--- src/hdl/mipsPkg.sv ---
`default_nettype none

package mipsPkg;

    //////////////////////////////////////////////////////////////////////
    // field widths and vector types
    //////////////////////////////////////////////////////////////////////

    // data path and instruction word
    typedef logic [31:0] wordT;
    // register index, 32 registers
    typedef logic [4:0]  regAddrT;
    // instruction fields
    typedef logic [5:0]  opcodeT;
    typedef logic [5:0]  functT;
    // alu operation select
    typedef logic [3:0]  aluCtrlT;

    // alu operation codes
    localparam aluCtrlT aluAnd = 4'd0;
    localparam aluCtrlT aluOr  = 4'd1;
    localparam aluCtrlT aluAdd = 4'd2;
    localparam aluCtrlT aluSub = 4'd6;
    localparam aluCtrlT aluSlt = 4'd7;
    localparam aluCtrlT aluNor = 4'd12;

    // supported opcodes
    localparam opcodeT opRFormat = 6'd0;
    localparam opcodeT opAddi    = 6'd8;

    // r-format funct values
    localparam functT fnAdd = 6'd32;
    localparam functT fnSub = 6'd34;
    localparam functT fnAnd = 6'd36;
    localparam functT fnOr  = 6'd37;
    localparam functT fnSlt = 6'd42;

    //////////////////////////////////////////////////////////////////////
    // pipeline records
    //////////////////////////////////////////////////////////////////////

    // decode stage output, forms the ID/EX register with the operands
    typedef struct packed {
        logic    valid;
        logic    regWrite;
        logic    useImmediate;
        aluCtrlT aluCtrl;
        regAddrT rs;
        regAddrT rt;
        regAddrT dest;
        wordT    immediate;
    } decodedOpT;

    // register file read results
    typedef struct packed {
        wordT dataA;
        wordT dataB;
    } operandsT;

    // result of the execute stage, also the register write request
    typedef struct packed {
        logic    valid;
        regAddrT dest;
        wordT    data;
    } writebackT;

endpackage

`default_nettype wire

--- src/hdl/aluUnit.sv ---
`timescale 1ns/1ns
`default_nettype none

module aluUnit (
    input  mipsPkg::aluCtrlT aluCtrl,
    input  mipsPkg::wordT    inA,
    input  mipsPkg::wordT    inB,
    output mipsPkg::wordT    out
);
    import mipsPkg::*;

    // unsigned compare, used by slt
    logic lessThan;

    assign lessThan = (inA < inB);

    always_comb begin
        case (aluCtrl)
            // bitwise and
            aluAnd: out = inA & inB;
            // bitwise or
            aluOr:  out = inA | inB;
            // add, wraps mod 2^32
            aluAdd: out = inA + inB;
            // subtract, wraps mod 2^32
            aluSub: out = inA - inB;
            // set on less than, 1 or 0
            aluSlt: out = {31'd0, lessThan};
            // bitwise nor
            aluNor: out = ~(inA | inB);
            // unused codes
            default: out = '0;
        endcase
    end

endmodule

`default_nettype wire

--- src/hdl/registerFile.sv ---
`timescale 1ns/1ns
`default_nettype none

module registerFile (
    input  logic               clock,
    input  logic               WriteEnable,
    input  mipsPkg::regAddrT   readAddrA,
    input  mipsPkg::regAddrT   readAddrB,
    output mipsPkg::operandsT  operands,
    input  mipsPkg::writebackT result
);
    import mipsPkg::*;

    // 32 general purpose words
    wordT regBank [32];

    // one read port
    // register 0 is hard zero, a pending write is passed straight through
    function automatic wordT readPort(regAddrT addr);
        wordT value;
        if (addr == '0) begin
            value = '0;
        end else if (result.valid && (result.dest == addr)) begin
            // write-through
            value = result.data;
        end else begin
            value = regBank[addr];
        end
        return value;
    endfunction

    //////////////////////////////////////////////////////////////////////
    // combinational reads
    //////////////////////////////////////////////////////////////////////

    always_comb begin
        operands.dataA = readPort(readAddrA);
        operands.dataB = readPort(readAddrB);
    end

    //////////////////////////////////////////////////////////////////////
    // write at the rising edge, whole bank cleared on reset
    //////////////////////////////////////////////////////////////////////

    always_ff @(posedge clock or posedge WriteEnable) begin
        if (WriteEnable) begin
            for (int i = 0; i < 32; i++) begin
                regBank[i] <= '0;
            end
        end else if (result.valid && (result.dest != '0)) begin
            // writes to register 0 are dropped
            regBank[result.dest] <= result.data;
        end
    end

endmodule

`default_nettype wire

--- src/hdl/instructionDecoder.sv ---
`timescale 1ns/1ns
`default_nettype none

module instructionDecoder (
    input  logic               clock,
    input  logic               WriteEnable,
    input  mipsPkg::wordT      instruction,
    input  logic               instrValid,
    input  mipsPkg::operandsT  operands,
    output mipsPkg::decodedOpT decoded,
    output mipsPkg::operandsT  decodedOperands
);
    import mipsPkg::*;

    // instruction fields
    opcodeT    opcode;
    functT     funct;
    // known encoding
    logic      supported;
    decodedOpT decodeNext;

    assign opcode = instruction[31:26];
    assign funct  = instruction[5:0];

    //////////////////////////////////////////////////////////////////////
    // opcode and funct lookup
    //////////////////////////////////////////////////////////////////////

    always_comb begin
        supported               = 1'b0;
        decodeNext.useImmediate = 1'b0;
        decodeNext.aluCtrl      = aluAdd;
        decodeNext.rs           = instruction[25:21];
        decodeNext.rt           = instruction[20:16];
        // rd by default
        decodeNext.dest         = instruction[15:11];
        // sign extend the low half
        decodeNext.immediate    = {{16{instruction[15]}}, instruction[15:0]};

        case (opcode)
            opRFormat: begin
                // alu op comes from funct
                supported = 1'b1;
                case (funct)
                    fnAdd:   decodeNext.aluCtrl = aluAdd;
                    fnSub:   decodeNext.aluCtrl = aluSub;
                    fnAnd:   decodeNext.aluCtrl = aluAnd;
                    fnOr:    decodeNext.aluCtrl = aluOr;
                    fnSlt:   decodeNext.aluCtrl = aluSlt;
                    default: supported = 1'b0;
                endcase
            end
            opAddi: begin
                // add with immediate, result goes to rt
                supported               = 1'b1;
                decodeNext.useImmediate = 1'b1;
                decodeNext.aluCtrl      = aluAdd;
                decodeNext.dest         = instruction[20:16];
            end
            default: begin
                supported = 1'b0;
            end
        endcase

        // unknown encodings and idle cycles become bubbles
        decodeNext.valid    = instrValid && supported;
        decodeNext.regWrite = supported;
    end

    //////////////////////////////////////////////////////////////////////
    // ID/EX register
    //////////////////////////////////////////////////////////////////////

    // control part
    always_ff @(posedge clock or posedge WriteEnable) begin
        if (WriteEnable) begin
            decoded <= '0;
        end else begin
            decoded <= decodeNext;
        end
    end

    // operand pair, captured on the same edge
    always_ff @(posedge clock) begin
        decodedOperands <= operands;
    end

endmodule

`default_nettype wire

--- src/hdl/executeStage.sv ---
`timescale 1ns/1ns
`default_nettype none

module executeStage (
    input  logic               clock,
    input  logic               WriteEnable,
    input  mipsPkg::decodedOpT decoded,
    input  mipsPkg::operandsT  decodedOperands,
    output mipsPkg::writebackT result
);
    import mipsPkg::*;

    // EX/WB register fields
    logic    resultValid;
    regAddrT resultDest;
    wordT    resultData;

    // forwarding selects
    logic    forwardA;
    logic    forwardB;

    // operand muxing
    wordT    operandA;
    wordT    operandB;
    wordT    aluB;
    wordT    aluOut;

    //////////////////////////////////////////////////////////////////////
    // forwarding from the held result
    //////////////////////////////////////////////////////////////////////

    // held result must be a real write to a nonzero register
    assign forwardA = resultValid && (resultDest != '0) && (resultDest == decoded.rs);
    assign forwardB = resultValid && (resultDest != '0) && (resultDest == decoded.rt);

    // older dependencies already resolved in the register file
    assign operandA = forwardA ? resultData : decodedOperands.dataA;
    assign operandB = forwardB ? resultData : decodedOperands.dataB;

    // addi takes the sign-extended immediate on B
    assign aluB = decoded.useImmediate ? decoded.immediate : operandB;

    //////////////////////////////////////////////////////////////////////
    // alu
    //////////////////////////////////////////////////////////////////////

    aluUnit alu (
        .aluCtrl (decoded.aluCtrl),
        .inA     (operandA),
        .inB     (aluB),
        .out     (aluOut)
    );

    //////////////////////////////////////////////////////////////////////
    // EX/WB register
    //////////////////////////////////////////////////////////////////////

    // valid only for instructions that write
    always_ff @(posedge clock or posedge WriteEnable) begin
        if (WriteEnable) begin
            resultValid <= 1'b0;
        end else begin
            resultValid <= decoded.valid && decoded.regWrite;
        end
    end

    // payload, qualified by resultValid
    always_ff @(posedge clock) begin
        resultDest <= decoded.dest;
        resultData <= aluOut;
    end

    // drives wb and the register write port
    assign result.valid = resultValid;
    assign result.dest  = resultDest;
    assign result.data  = resultData;

endmodule

`default_nettype wire

--- src/hdl/aluPipeline.sv ---
`timescale 1ns/1ns
`default_nettype none

module aluPipeline (
    input  logic               clock,
    input  logic               WriteEnable,
    input  mipsPkg::wordT      instruction,
    input  logic               instrValid,
    output mipsPkg::writebackT wb
);
    import mipsPkg::*;

    // register reads for the incoming instruction
    operandsT  operands;
    // ID/EX register contents
    decodedOpT decoded;
    operandsT  decodedOperands;

    //////////////////////////////////////////////////////////////////////
    // decode, side by side with the register read
    //////////////////////////////////////////////////////////////////////

    instructionDecoder decoder (
        .clock           (clock),
        .WriteEnable     (WriteEnable),
        .instruction     (instruction),
        .instrValid      (instrValid),
        .operands        (operands),
        .decoded         (decoded),
        .decodedOperands (decodedOperands)
    );

    // rs and rt fields address the two read ports
    // wb doubles as the write request
    registerFile regFile (
        .clock       (clock),
        .WriteEnable (WriteEnable),
        .readAddrA   (instruction[25:21]),
        .readAddrB   (instruction[20:16]),
        .operands    (operands),
        .result      (wb)
    );

    //////////////////////////////////////////////////////////////////////
    // execute and result register
    //////////////////////////////////////////////////////////////////////

    executeStage execute (
        .clock           (clock),
        .WriteEnable     (WriteEnable),
        .decoded         (decoded),
        .decodedOperands (decodedOperands),
        .result          (wb)
    );

endmodule

`default_nettype wire

--- config.mk ---
export PLATFORM = sky130hd
export DESIGN_NAME = aluPipeline
export DESIGN_NICKNAME = d
export VERILOG_FILES = /design/src/hdl/mipsPkg.sv /design/src/hdl/aluUnit.sv /design/src/hdl/registerFile.sv /design/src/hdl/instructionDecoder.sv /design/src/hdl/executeStage.sv /design/src/hdl/aluPipeline.sv
export SDC_FILE = /design/constraint.sdc
export NUM_CORES = 2
export LEC_CHECK = 0
export BUFFER_PORTS_ARGS = -buffer_cell sky130_fd_sc_hd__buf_2
export CAP_MARGIN = 0
export CELL_PAD_IN_SITES_DETAIL_PLACEMENT = 0
export CELL_PAD_IN_SITES_GLOBAL_PLACEMENT = 2
export CORE_ASPECT_RATIO = 0.75
export CORE_MARGIN = 5
export CORE_UTILIZATION = 43
export DETAILED_ROUTE_END_ITERATION = 10
export HOLD_SLACK_MARGIN = 0.03
export PLACE_DENSITY = 0.73
export SLEW_MARGIN = 25
export SYNTH_ARGS = -nofsm -noshare
export SYNTH_HDL_FRONTEND = slang
export SYNTH_SLANG_ARGS = --single-unit
export TNS_END_PERCENT = 30
--- constraint.sdc ---
create_clock -name clock -period 30.3 [get_ports clock]
set_clock_uncertainty 0.15 [all_clocks]
set_input_delay 0 -clock clock [delete_from_list [all_inputs] [get_ports clock]]
set_output_delay 0 -clock clock [all_outputs]
set_load 0.01 [all_outputs]
==> metrics.txt <==
status completed; fin cells 6,288; crit-path max FO 32; HP Start instruction[20]; Worst Hold End decoder.decoded[41]$_DFF_PP0_; power consumption 0.00321 W; Die W 453 µm; Detailed Routing Iterations Pass 1 5; H-tree levels 3; CTS tree built; Final Max Slew Viols 0; Reg2Reg Depth 19; worst setup path category reg2reg; post-synthesis cell area 0.0634 mm²; top post-synthesis cells by area dfrtp_1 42%, mux4_2 23%, mux2_2 18%; clk_lat worst skew 750 ps; Clock Root Buffer clkbuf_16; Largest stage delay, worst path 660 ps; grt peak-use layer met2; Tcrit/Tclk final 19.3%; Starting Density 43.1%; grt total ovfl 0; top_reg_cell synth dfrtp_1; Setup WS post-layout 24,450 ps; post-synth top area cell dfrtp_1; synthesized netlist cell count 4,307; fmax 171 MHz; DP Worst Slack 24,610 ps; DRT Wirelength 198 mm; critical-path cell list nor3_1 -> nand2_1 -> nand2_1 -> nor4_4 -> buf_4 -> mux2i_1 -> o21ai_0 -> ha_1 -> inv_1 -> fa_1 -> nand2b_1 -> a221oi_1 -> o211ai_1 -> nor4b_2 -> nor3_1 -> a21o_1 -> a221oi_1 -> nor2_1 -> o41ai_1; final setup violation count 0; Clock Tree Buf Depth 3; cts repair resizes 0; Mapped Avg Cell Area 14.7 µm²; max_cap viols 0; largest net degree at the start of global routing 170; Leak Pwr 31.8 nW; met1 usage 37.4%; CP max-delay cell dfxtp_1; buffers plus inverters on the worst setup path 2; Num CTS Buffers 116; pwr/cell area 45.8 mW/mm²; row count 122; met3 Use GR 3.93%; total track usage 25.7%; DRC viols 0; Worst-path clk slew 70 ps; Die Y-Extent 342 µm; design area 0.0701 mm²; synth warn 0; sequential fraction of the synthesis area 45.1%; delay-heaviest family, CP compound AO/OA/AOI/OAI gates; share of layout cells above drive strength 1 47.8%; Post-CTS Setup Bufs 0; Port Buffers 72; CP startpoint kind flop; CP required 30,800 ps; Fin Setup TNS 0 ps; VDD IR max 0.0542 mV; hold depth 2; Slew headroom 24.3%; nets@finish 4,340; hold buffer count at CTS 52; Reg2Reg Setup Slack 24,450 ps; met2 GRT Util 40.5%; post-synthesis register bit count 1,163; unique cell type count in the Yosys netlist 82; count of flip-flops with a built-in enable after synthesis 0; drt wl/cell 31.5 µm; clk sinks 1,163; core box area 0.147 mm²; die area 0.155 mm²; worst reg2reg endpoint execute.resultData[0]$_SDFF_PN0_; RSZ-0062 raised after global routing false; DR iter-0 viols 3,386; P&R area growth vs syn 10.6%; Hold/Removal Path Class in2reg; Inst Count DP 6,018; CP Capture Type flop; Top-Level Pins 73; total number of vias 39,200; Post-synth ARST share 91.3%; fin crit period 5850 ps; Final Hold Fails 0; routed vias/inst 6.23; initial antenna violation count 1; HPWL after detailed placement 112 mm; GPL Wtd Cong 0.863; Syn Nets 4,441; Slew @ Worst Pin 1130 ps; Area after DPL 0.0657 mm²; worst r2r src execute.resultDest[2]$_DFF_P_; first-pass GRT wire length 292 mm; Detail Route Antenna Nets 0; vias in the first global route 40,100; WP data arrival 6350 ps; share of the synthesized area in the top cell type 41.9%
registers in the layout (all words and copies together) (netlist names):
name	flops
execute.resultValid	1
regFile.regBank	1024
decoder.decodedOperands	64
execute.resultDest	5
decoder.decoded	37
execute.resultData	32
cells in the final DEF, fill, tap and decap left out, drive strengths merged, types with 6 or more instances in the layout:
cell,count
dfrtp,1062
mux2,993
mux4,640
buf,179
clkbuf,164
mux2i,151
nor2,122
inv,121
dfxtp,101
ha,97
nand2,82
a211oi,74
a21oi,70
o21ai,56
dlygate4sd3,52
xnor2,36
clkinv,33
o22ai,26
a21o,16
nand3,16
xor2,15
nor3,13
nand2b,12
a22oi,11
bufinv,10
nand3b,9
nor2b,9
o211ai,8
o31ai,8
or4,8
nor4,7
nand4,6
nor3b,6
and3,6
o311ai,6
how the worst max path moves through the flow:
| stage | slack, ps | depth (start not counted) | start | endpoint |
|---|---|---|---|---|
| CTS | 24560 | 19 | execute.resultDest[2]$_DFF_P_ | execute.resultData[0]$_SDFF_PN0_ |
| finish | 24450 | 19 | execute.resultDest[2]$_DFF_P_ | execute.resultData[0]$_SDFF_PN0_ |
| global route | 23990 | 19 | execute.resultDest[2]$_DFF_P_ | execute.resultData[0]$_SDFF_PN0_ |
| floorplan | 260 | 1 | WriteEnable | decoder.decoded[0]$_DFF_PP0_ |
| global placement | 24680 | 19 | execute.resultDest[2]$_DFF_P_ | execute.resultData[0]$_SDFF_PN0_ |
| detailed placement | 24610 | 19 | execute.resultDest[2]$_DFF_P_ | execute.resultData[0]$_SDFF_PN0_ |
cell usage after synthesis (all sizes together), types with 5 or more instances:
master and instances:
dfrtp 1062, mux2 993, mux4 640, clkbuf 300, mux2i 151, buf 150, nor2 122, inv 116
dfxtp 101, ha 97, nand2 82, a211oi 74, a21oi 70, o21ai 56, xnor2 36, o22ai 26
a21o 16, nand3 16, xor2 15, nor3 13, nand2b 12, a22oi 11, nand3b 9, nor2b 9
o211ai 8, o31ai 8, or4 8, nor4 7, and3 6, nand4 6, nor3b 6, o311ai 6
a221oi 5, a31o 5, o21a 5, o221ai 5
per-layer routing:
metal	share of wire [%]	up-vias	wire [µm]
met1	46	21600	90500
met5	0	-	0
li1	-	16300	-
met2	47	1043	93100
met4	2.9	0	5730
met3	4.5	295	8950
power breakdown:
part           switching [W]  leakage (nW)  total [W]  internal, W
Clock               0.000651          1.91    0.00149     0.000842
Sequential        0.00000376          15.6    0.00156      0.00155
Combinational       0.000108          14.3   0.000160    0.0000525
stage by stage:
stage,utilization [%],hold slack [ps]
2_1_floorplan,-,-119
3_3_place_gp,44.6,-40.3
3_5_place_dp,44.7,-40.2
4_1_cts,47.6,54.3
5_1_grt,47.7,75.9
6_report,47.7,121
cells by family (layout without fill, tap and decap cells):
kind of cell / count (synthesis) / in the layout / synth area share (%)
flops: 1163 / 1163 / 45.1
xor+xnor: 51 / 51 / 0.705
buf+inv: 567 / 563 / 3.51
simple gates: 312 / 312 / 2.32
other cells: 0 / 1 / 0
compound gates: 331 / 331 / 3.57
mux: 1784 / 1784 / 42.8
fa+ha+maj: 99 / 99 / 1.98
area by class of cell:
cell class	instances	area [µm²]
fillers	12700	76900
multi-input cells	2577	32800
flip-flops and latches	1163	28600
clock buffers	164	3300
well taps	1984	2480
repair buffers	231	1870
clock inverters	51	556
inverters	117	447
diodes	1	2.50
Power figures use the tool's default switching activity.
